<file path="src/common/mem_access_pkg.sv">
package mem_access_pkg;

  localparam int DATA_WIDTH = 32;

  // Width of one core access
  typedef enum logic [1:0] {
    SIZE_BYTE = 2'd0,
    SIZE_HALF = 2'd1,
    SIZE_WORD = 2'd2
  } access_size_t;

  // LSU sequencing over the AXI-Lite channels
  typedef enum logic [2:0] {
    IDLE         = 3'd0,
    HANDLE_RADDR = 3'd1,
    HANDLE_RDATA = 3'd2,
    HANDLE_WADDR = 3'd3,
    HANDLE_WDATA = 3'd4,
    HANDLE_BRESP = 3'd5,
    WRITE_BACK   = 3'd6
  } lsu_state_t;

endpackage

</file>
<file path="src/common/axi_lite_pkg.sv">
package axi_lite_pkg;

  typedef enum logic [1:0] {
    RESP_OKAY   = 2'b00,
    RESP_SLVERR = 2'b10
  } axi_resp_t;

  // Slave channel sequencing, one access at a time
  typedef enum logic [2:0] {
    S_IDLE       = 3'd0,
    S_READ_WAIT  = 3'd1,
    S_READ_RESP  = 3'd2,
    S_WRITE_DATA = 3'd3,
    S_WRITE_WAIT = 3'd4,
    S_WRITE_RESP = 3'd5
  } slave_state_t;

endpackage

</file>
<file path="src/lsu/lsu_lane_align.sv">
`timescale 1ns/1ps

module lsu_lane_align (
  input  logic [1:0]                              addr_low,
  input  mem_access_pkg::access_size_t            size,
  input  logic                                    sext,
  input  logic [mem_access_pkg::DATA_WIDTH-1:0]   wsrc,
  input  logic [mem_access_pkg::DATA_WIDTH-1:0]   rdata,
  output logic [mem_access_pkg::DATA_WIDTH-1:0]   wdata,
  output logic [mem_access_pkg::DATA_WIDTH/8-1:0] wstrb,
  output logic [mem_access_pkg::DATA_WIDTH-1:0]   load_data
);
  import mem_access_pkg::*;

  logic [4:0]            shamt;
  logic [DATA_WIDTH-1:0] rshift;

  assign shamt = {addr_low, 3'b000}; // Byte offset in bits

  // Store side
  always_comb begin
    unique case (size)
      SIZE_BYTE: begin
        wdata = wsrc << shamt;
        wstrb = 4'b0001 << addr_low;
      end
      SIZE_HALF: begin
        wdata = wsrc << shamt;
        wstrb = 4'b0011 << addr_low;
      end
      default: begin
        wdata = wsrc; // Word goes out unshifted
        wstrb = 4'b1111;
      end
    endcase
  end

  // Load side
  assign rshift = (size == SIZE_WORD) ? rdata : (rdata >> shamt);

  always_comb begin
    unique case (size)
      SIZE_BYTE: load_data = sext ? {{24{rshift[7]}}, rshift[7:0]} : {24'b0, rshift[7:0]};
      SIZE_HALF: load_data = sext ? {{16{rshift[15]}}, rshift[15:0]} : {16'b0, rshift[15:0]};
      default:   load_data = rshift;
    endcase
  end

endmodule

</file>
<file path="src/lsu/lsu.sv">
`timescale 1ns/1ps

module lsu (
  input  logic                                    clock,
  input  logic                                    reset,

  // Core side
  input  logic                                    ren,
  input  logic                                    wen,
  input  mem_access_pkg::access_size_t            size,
  input  logic                                    sext,
  input  logic [31:0]                             addr,
  input  logic [mem_access_pkg::DATA_WIDTH-1:0]   wsrc,
  output logic [mem_access_pkg::DATA_WIDTH-1:0]   mem_rdata,
  output logic                                    read_done,
  output logic                                    write_done,
  output logic                                    access_error,

  // AR
  output logic [31:0]                             araddr,
  output logic                                    arvalid,
  input  logic                                    arready,
  // R
  input  logic [mem_access_pkg::DATA_WIDTH-1:0]   rdata,
  input  axi_lite_pkg::axi_resp_t                 rresp,
  input  logic                                    rvalid,
  output logic                                    rready,
  // AW
  output logic [31:0]                             awaddr,
  output logic                                    awvalid,
  input  logic                                    awready,
  // W
  output logic [mem_access_pkg::DATA_WIDTH-1:0]   wdata,
  output logic [mem_access_pkg::DATA_WIDTH/8-1:0] wstrb,
  output logic                                    wvalid,
  input  logic                                    wready,
  // B
  input  axi_lite_pkg::axi_resp_t                 bresp,
  input  logic                                    bvalid,
  output logic                                    bready
);
  import mem_access_pkg::*;
  import axi_lite_pkg::*;

  lsu_state_t            state;
  logic [DATA_WIDTH-1:0] load_data;

  // Operands are held by the core, so the address feeds both channels directly
  assign araddr = addr;
  assign awaddr = addr;

  lsu_lane_align i_lane_align (
    .addr_low  (addr[1:0]),
    .size      (size),
    .sext      (sext),
    .wsrc      (wsrc),
    .rdata     (rdata),
    .wdata     (wdata),
    .wstrb     (wstrb),
    .load_data (load_data)
  );

  always_ff @(posedge clock) begin
    if (reset) begin
      state        <= IDLE;
      arvalid      <= 1'b0;
      rready       <= 1'b0;
      awvalid      <= 1'b0;
      wvalid       <= 1'b0;
      bready       <= 1'b0;
      read_done    <= 1'b0;
      write_done   <= 1'b0;
      access_error <= 1'b0;
    end else begin
      unique case (state)
        IDLE: begin
          if (wen) begin // Write wins over a read
            awvalid <= 1'b1;
            state   <= HANDLE_WADDR;
          end else if (ren) begin
            arvalid <= 1'b1;
            state   <= HANDLE_RADDR;
          end
        end
        HANDLE_RADDR: begin
          if (arready) begin
            arvalid <= 1'b0;
            rready  <= 1'b1;
            state   <= HANDLE_RDATA;
          end
        end
        HANDLE_RDATA: begin
          if (rvalid) begin
            rready       <= 1'b0;
            read_done    <= 1'b1;
            access_error <= (rresp != RESP_OKAY);
            state        <= WRITE_BACK;
          end
        end
        HANDLE_WADDR: begin
          if (awready) begin
            awvalid <= 1'b0;
            wvalid  <= 1'b1;
            state   <= HANDLE_WDATA;
          end
        end
        HANDLE_WDATA: begin
          if (wready) begin
            wvalid <= 1'b0;
            bready <= 1'b1;
            state  <= HANDLE_BRESP;
          end
        end
        HANDLE_BRESP: begin
          if (bvalid) begin
            bready       <= 1'b0;
            write_done   <= 1'b1;
            access_error <= (bresp != RESP_OKAY);
            state        <= WRITE_BACK;
          end
        end
        WRITE_BACK: begin // Done pulse is visible here
          read_done    <= 1'b0;
          write_done   <= 1'b0;
          access_error <= 1'b0;
          state        <= IDLE;
        end
        default: state <= IDLE;
      endcase
    end
  end

  // Load result stays until the next load completes
  always_ff @(posedge clock) begin
    if (state == HANDLE_RDATA && rvalid && rready) mem_rdata <= load_data;
  end

  // Valid and address held through back-pressure, which relies on the core holding addr
  ar_hold: assert property (@(posedge clock) disable iff (reset)
    arvalid && !arready |=> arvalid && $stable(araddr))
    else $error("arvalid or araddr dropped before arready");

  aw_hold: assert property (@(posedge clock) disable iff (reset)
    awvalid && !awready |=> awvalid && $stable(awaddr))
    else $error("awvalid or awaddr dropped before awready");

  done_pulse: assert property (@(posedge clock) disable iff (reset)
    (read_done || write_done) |=> !read_done && !write_done)
    else $error("done pulse longer than one cycle");

  no_dual_req: assert property (@(posedge clock) disable iff (reset)
    !(ren && wen))
    else $error("ren and wen raised together");

endmodule

</file>
<file path="config.mk">
export PLATFORM = sky130hd
export DESIGN_NAME = lsu
export DESIGN_NICKNAME = d
export VERILOG_FILES = /design/src/common/mem_access_pkg.sv /design/src/common/axi_lite_pkg.sv /design/src/lsu/lsu_lane_align.sv /design/src/lsu/lsu.sv
export SDC_FILE = /design/constraint.sdc
export NUM_CORES = 1
export LEC_CHECK = 0
export BUFFER_PORTS_ARGS = -buffer_cell sky130_fd_sc_hd__buf_4
export CORE_AREA = 2 2 99 101
export DETAILED_ROUTE_END_ITERATION = 12
export DIE_AREA = 0 0 101 103
export GPL_TIMING_DRIVEN = 0
export PLACE_DENSITY = 0.76
export SYNTH_ARGS = -nofsm -noshare
export SYNTH_HDL_FRONTEND = slang
export SYNTH_SLANG_ARGS = --single-unit
</file>
<file path="constraint.sdc">
create_clock -name clock -period 8.91 [get_ports clock]
set_clock_uncertainty 0.2 [all_clocks]
set_input_delay 1.782 -clock clock [delete_from_list [all_inputs] [get_ports clock]]
set_output_delay 1.782 -clock clock [all_outputs]
set_load 0.02 [all_outputs]
</file>
==> metrics.md, run 1 <==
| Metric | Value |
|---|---|
| Gr usage total | `0.245` |
| CP max stage delay | `0.33 ns` |
| Final #Nets | `777` |
| Synth Cell Area | `3590 um2` |
| DR vias/cell | `5.40` |
| WP data arrival | `3.17 ns` |
| I/O pin count | `252` |
| Clk sinks | `43` |
| Number of global-route vias before repair | `4007` |
| Fmax | `194 MHz` |
| Tot Pwr | `0.629 mW` |
| Critical-path cell list | `buf_2 -> or2_2 -> nand2b_1 -> buf_2 -> nand2_1 -> o21ai_0 -> buf_4` |
| Die W | `101 um` |
| Synth-to-Final Area Change | `52.8%` |
| WHS Path Cells | `2` |
| Status | `complete, no violations` |
| Gr ovfl total | `0` |
| Worst-skew pair later-pin latency | `0.29 ns` |
| Synth cell types | `40` |
| Die area | `10400 um2` |
| Largest net degree at the start of global routing | `15` |
| R2r endpoint | `mem_rdata[21]` |
| Worst Hold Class | `reg -> reg` |
| Seq cells post-synth | `43` |
| CTS Buf Count | `5` |
| Avg WL per Cell | `17.4 um` |
| Worst setup SP type | `primary input` |
| Post-synthesis sequential area ratio | `0.329` |
| Post-DP HPWL | `11.0 mm` |
| Commonest cells after routing, fill and taps aside | `buf_4, o21ai_0, nand2_1` |
| DP Area | `5400 um2` |
| Mapped Nets | `549` |
| R2r setup slk | `6.68 ns` |
| CTS clk-pin slew, worst paths | `0.08 ns` |
| Critical path type | `in -> out` |
| Vias | `4209` |
| Core Area | `9460 um2` |
| Critical path endpoint category | `primary output` |
| Filler Cell Count | `817` |
| Placer Congestion | `0.900` |
| Final hold viol count | `0` |
| Data required, critical path | `6.93 ns` |
| Routed Antenna Nets | `0` |
| Setup bufs post-CTS | `0` |
| RSZ-0062 raised after global routing | `false` |
| CTS max path bufs | `2` |
| WL final | `13.6 mm` |
| Hold_buf cts | `0` |
| 1st-pass router iterations | `5` |
| Max-cap violation count | `0` |
| Initial DRC count | `313` |
| Htree depth | `2` |
| FFs w/ async S/R, synth | `0` |
| Fin util | `0.580` |
| Cell count after synthesis | `437` |
| Primary FF master, synth | `edfxtp_1` |
| Worst r2r path cells | `4` |
| I/O Buffers | `219` |
| CTS tree | `done` |
| Slew at the pin closest to its max-slew limit | `0.744 ns` |
| Leakage | `2.63 nW` |
| DRC | `0` |
| Avg Cell Area, Syn | `8.21 um2` |
| Initial core utilization | `0.379` |
| Number of antenna diodes | `0` |
| Row cnt | `36` |
| Setup TNS | `0 ns` |
| Crit Reg-Reg Startpoint | `state[0]` |
| Pwr dens | `115 nW/um2` |
| Number of gates resized after cts | `0` |
| Post-synth EDFFs | `32` |
| Slowest cell on crit path | `or2_2` |
| Final worst path period need | `5.15 ns` |
| Die Height | `103 um` |
| CP max FO | `10` |
| Most used cell, CP | `buf_2` |
| HP Start | `access_error` |
| Share of post-route cells with drive strength above 1 | `0.494` |
| Post-Layout Inst Area | `5490 um2` |
| Most common cell after layout, fill and taps aside | `buf_4` |
| Endpoint, Worst Hold | `access_error` |
| Slew headroom | `0.502` |
| Clk root buf | `clkbuf_8` |
| Final Setup Violations | `0` |
| Slew Viols, Final | `0` |
| Initial antenna violation count | `0` |
| Synth warnings | `0` |
| Fin crit share | `0.578` |
| VDD IR-drop max | `0.0000574 V` |
| First-pass GRT wire length | `20.0 mm` |
-- flip-flops by register name (all words and copies together), names as in the netlist --
| signal | cells |
|---|---|
| rready | 1 |
| arvalid | 1 |
| bready | 1 |
| awvalid | 1 |
| write_done | 1 |
| state | 3 |
| read_done | 1 |
| wvalid | 1 |
| mem_rdata | 32 |
| access_error | 1 |
-- power by group --
| group | internal (mW) | leakage, nW | switching (mW) |
|---|---|---|---|
| logic | 0.129 | 2.20 | 0.150 |
| registers | 0.226 | 0.381 | 0.00635 |
| clock network | 0.0540 | 0.0426 | 0.0644 |
-- area by class of cell --
type                            instances  area, um2  area share
Sequential cell                        43       1180       0.215
Clock buffer                            6       72.6      0.0132
Timing Repair Buffer                  221       1670       0.304
Tap cell                              114        143      0.0260
Buffer                                 99        673       0.123
Multi-Input combinational cell        274       1660       0.303
Inverter                               21       78.8      0.0144
Clock inverter                          2       8.76     0.00160
-- cell usage after synthesis, types with 2 or more instances --
library cell,count,area [um2]
buf_4,67,503
o21ai_0,53,265
nand2_1,35,131
a22oi_1,32,240
edfxtp_1,32,961
inv_1,21,78.8
nand3_1,19,95.1
a21oi_1,18,90.1
nor2b_1,18,113
buf_2,16,80.1
clkbuf_1,12,45.0
dfxtp_1,11,220
nor2_1,11,41.3
o22ai_1,10,62.6
a31oi_1,9,56.3
and2_1,9,56.3
o211ai_1,8,60.1
mux2_2,7,78.8
nor3_1,7,35.0
nand2b_1,6,37.5
a22o_1,5,43.8
a21o_1,4,30.0
buf_6,4,45.0
mux2i_1,3,30.0
a311oi_1,2,17.5
nand3b_1,2,15.0
nor2_4,2,22.5
nor3b_1,2,15.0
-- logic make-up (layout without fill, tap and decap cells) --
kind of cell	after synthesis	in the layout	share of synthesized area
buffers and inverters	120	349	0.209
muxes	10	10	0.0303
DFF	43	43	0.329
AOI/OAI and AO/OA	150	150	0.268
and+or+nand+nor	114	114	0.163
-- how the worst max path moves through the flow --
stage          startpoint            to  slack [ns]  cells past startpoint
2_1_floorplan      rvalid  mem_rdata[0]        3.94                      2
3_3_place_gp       rvalid  mem_rdata[7]        2.78                      3
3_5_place_dp      addr[1]     wdata[29]        3.78                      7
4_1_cts           addr[1]     wdata[29]        3.76                      7
5_1_grt           addr[1]     wdata[22]        3.64                      7
6_report          addr[1]     wdata[22]        3.76                      7
-- worst max-delay path, delay by kind of cell --
| family | cells | cell delay (ns) |
|---|---|---|
| buf+inv | 3 | 0.64 |
| simple gates | 3 | 0.63 |
| compound gates | 1 | 0.11 |
-- through the flow --
| step | instances | setup WS (ns) | hold WS, ns |
|---|---|---|---|
| 2_1_floorplan | 437 | 3.94 | 0.349 |
| 3_3_place_gp | 770 | 2.78 | 0.291 |
| 3_5_place_dp | 772 | 3.78 | 0.297 |
| 4_1_cts | 780 | 3.76 | 0.308 |
| 5_1_grt | 780 | 3.64 | 0.336 |
| 6_report | 780 | 3.76 | 0.305 |
-- routing by layer --
layer,track usage,wire length [um],up-vias
li1,-,-,1962
met1,0.298,5110,1944
met2,0.438,6960,262
met3,0.0292,986,41
met4,0.104,546,0
met5,0,0,-
(Power assumes the default switching activity.)
==> run 2, diff against run 1 <==
--- a/config.mk
+++ b/config.mk
@@ -6,11 +6,10 @@
 export NUM_CORES = 1
 export LEC_CHECK = 0
 export BUFFER_PORTS_ARGS = -buffer_cell sky130_fd_sc_hd__buf_4
-export CORE_AREA = 2 2 99 101
+export CORE_UTILIZATION = 38
 export DETAILED_ROUTE_END_ITERATION = 12
-export DIE_AREA = 0 0 101 103
 export GPL_TIMING_DRIVEN = 0
-export PLACE_DENSITY = 0.76
+export PLACE_DENSITY = 0.78
 export SYNTH_ARGS = -nofsm -noshare
 export SYNTH_HDL_FRONTEND = slang
 export SYNTH_SLANG_ARGS = --single-unit
==> constraint.sdc (replaced) <==
create_clock -name clock -period 4.3 [get_ports clock]
set_clock_uncertainty 0.2 [all_clocks]
set_input_delay 0.86 -clock clock [delete_from_list [all_inputs] [get_ports clock]]
set_output_delay 0.86 -clock clock [all_outputs]
set_load 0.02 [all_outputs]
==> run 2 against run 1 <==
Against the previous run:
- first-iteration DRC count rose by 2.2%
- routed wire length down 4.3%
- non-clock buffer count is the same
- critical path type unchanged
==> metrics.md, run 2 (synthesis results as in run 1) <==
| Metric | Value |
|---|---|
| Status | `complete, no violations (unchanged)` |
| Gr busiest metal | `met2 (unchanged)` |
| Setup WS post-layout | `0.933 ns (was 3.76 ns)` |
| Met3 Use GR | `0.0492 (was 0.0292)` |
| 1st-pass router iterations | `6 (was 5)` |
| Most used cell, CP | `buf_4 (was buf_2)` |
| Share of post-route cells with drive strength above 1 | `0.495 (was 0.494)` |
| Worst setup SP type | `primary input (unchanged)` |
| Max-cap violation count | `0 (unchanged)` |
| Number of gates resized after cts | `0 (unchanged)` |
| RSZ-0062 raised after global routing | `false (unchanged)` |
| Die Height | `99.2 um (was 103 um)` |
| Slew headroom | `0.430 (was 0.502)` |
| Worst Hold Class | `reg -> reg (unchanged)` |
| DRC | `0 (unchanged)` |
| DP Area | `5400 um2 (about the same)` |
| Pwr dens | `239 nW/um2 (was 115 nW/um2)` |
| Post-DP HPWL | `10.5 mm (was 11.0 mm)` |
| Core Area | `9200 um2 (was 9460 um2)` |
| Slowest cell on crit path | `nor2b_1 (was or2_2)` |
| Slew at the pin closest to its max-slew limit | `0.851 ns (was 0.744 ns)` |
| GR Util met2 | `0.468 (was 0.438)` |
| Final worst path period need | `3.37 ns` |
| Most common cell after layout, fill and taps aside | `buf_4 (unchanged)` |
| Hold Slack | `0.312 ns (was 0.305 ns)` |
| Met1 Use GR | `0.278 (was 0.298)` |
| DR vias/cell | `5.40 (about the same)` |
| Die W | `99.2 um (was 101 um)` |
| Fin util | `0.596 (was 0.580)` |
| Regs by FF count | `mem_rdata: 32 flops, state: 3 flops (unchanged)` |
| Critical-path cell list | `buf_6 -> buf_4 -> buf_2 -> nor2b_1 -> a21oi_1 -> o21ai_0 -> buf_4 (was buf_2 -> or2_2 -> nand2b_1 -> buf_2 -> nand2_1 -> o21ai_0 -> buf_4)` |
| CTS max path bufs | `2 (unchanged)` |
| CTS tree | `done (unchanged)` |
| Synth-to-Final Area Change | `52.8% (about the same)` |
| First-pass GRT wire length | `19.4 mm (was 20.0 mm)` |
| CP max FO | `10 (unchanged)` |
| I/O Buffers | `219 (unchanged)` |
| CTS clk-pin slew, worst paths | `0.08 ns (about the same)` |
| Post-Layout Inst Area | `5480 um2 (was 5490 um2)` |
| Largest register FFs | `32 (unchanged)` |
| Initial DRC count | `320 (was 313)` |
| Largest net degree at the start of global routing | `15 (unchanged)` |
| Fmax | `297 MHz` |
| Routed Antenna Nets | `0 (unchanged)` |
| Fin crit share | `0.783` |
| Final hold viol count | `0 (unchanged)` |
| WL final | `13.0 mm (was 13.6 mm)` |
| Final #Nets | `777 (unchanged)` |
| Gr usage total | `0.250 (was 0.245)` |
| Tot Pwr | `1.31 mW (was 0.629 mW)` |
| Number of global-route vias before repair | `3991 (was 4007)` |
| DP Worst Slack | `0.988 ns (was 3.78 ns)` |
| Slew Viols, Final | `0 (unchanged)` |
| Clk sinks | `43 (unchanged)` |
| Critical path endpoint category | `primary output (unchanged)` |
| Initial antenna violation count | `0 (unchanged)` |
| Cell count after placement | `769 (was 772)` |
| Initial core utilization | `0.390 (was 0.379)` |
| VDD IR-drop max | `0.000138 V (was 0.0000574 V)` |
| Htree depth | `2 (unchanged)` |
| Register area | `1180 um2 (unchanged)` |
| Worst-skew pair later-pin latency | `0.30 ns (was 0.29 ns)` |
| Critical path type | `in -> out (unchanged)` |
| CTS Buf Count | `5 (unchanged)` |
| Fin cells | `777 (was 780)` |
| Avg WL per Cell | `16.8 um (was 17.4 um)` |
| Die area | `9840 um2 (was 10400 um2)` |
| Placer Congestion | `0.876 (was 0.900)` |
| Biggest register | `mem_rdata (unchanged)` |
| Data required, critical path | `3.24 ns (was 6.93 ns)` |
| Gr ovfl total | `0 (unchanged)` |
| Filler Cell Count | `821 (was 817)` |
| Commonest cells after routing, fill and taps aside | `buf_4, o21ai_0, nand2_1 (unchanged)` |
| WP data arrival | `2.31 ns (was 3.17 ns)` |
| Setup bufs post-CTS | `0 (unchanged)` |
| Clk root buf | `clkbuf_8 (unchanged)` |
| Number of antenna diodes | `0 (unchanged)` |
| Row cnt | `35 (was 36)` |
| Leakage | `2.63 nW (about the same)` |
| Multi-input gate area | `1660 um2 (unchanged)` |
| Final Setup Violations | `0 (unchanged)` |
| CP max stage delay | `0.34 ns (was 0.33 ns)` |
| I/O pin count | `252 (unchanged)` |
| Vias | `4199 (was 4209)` |
| Hold_buf cts | `0 (unchanged)` |
| Setup TNS | `0 ns (unchanged)` |
## run 2: worst max-delay path: cells and delay by family
kind | cells | cell delay [ns]
AO/OA/AOI/OAI | 2 | 0.35
buffers and inverters | 4 | 0.75
AND/OR/NAND/NOR | 1 | 0.34
## run 2: power by group
part	total [mW]	switching (mW)	internal, mW
Sequential	0.481	0.0134	0.467
Combinational	0.574	0.307	0.268
Clock	0.254	0.140	0.114
## run 2: area by class of cell
type | count | area share
multi-input cells | 274 | 0.303
flip-flops and latches | 43 | 0.215
clock buffers | 6 | 0.0132
repair buffers | 221 | 0.304
inverters | 21 | 0.0144
clock inverters | 2 | 0.00205
plain buffers | 99 | 0.123
well taps | 111 | 0.0253
## run 2: path summary, 6_finish.rpt
| path | from | slack [ns] | depth (start not counted) | endpoint |
|---|---|---|---|---|
| hold / removal | read_done | 0.31 | 2 | read_done |
| hold reg to reg | read_done | 0.31 | 2 | read_done |
| setup reg to reg | state[0] | 1.83 | 5 | mem_rdata[1] |
| setup / recovery | addr[0] | 0.93 | 7 | wdata[11] |
## run 2: routing by layer
metal	part of all wire	vias up
met1	0.36	1948
li1	-	1955
met5	0	-
met2	0.52	266
met4	0.028	0
met3	0.084	30
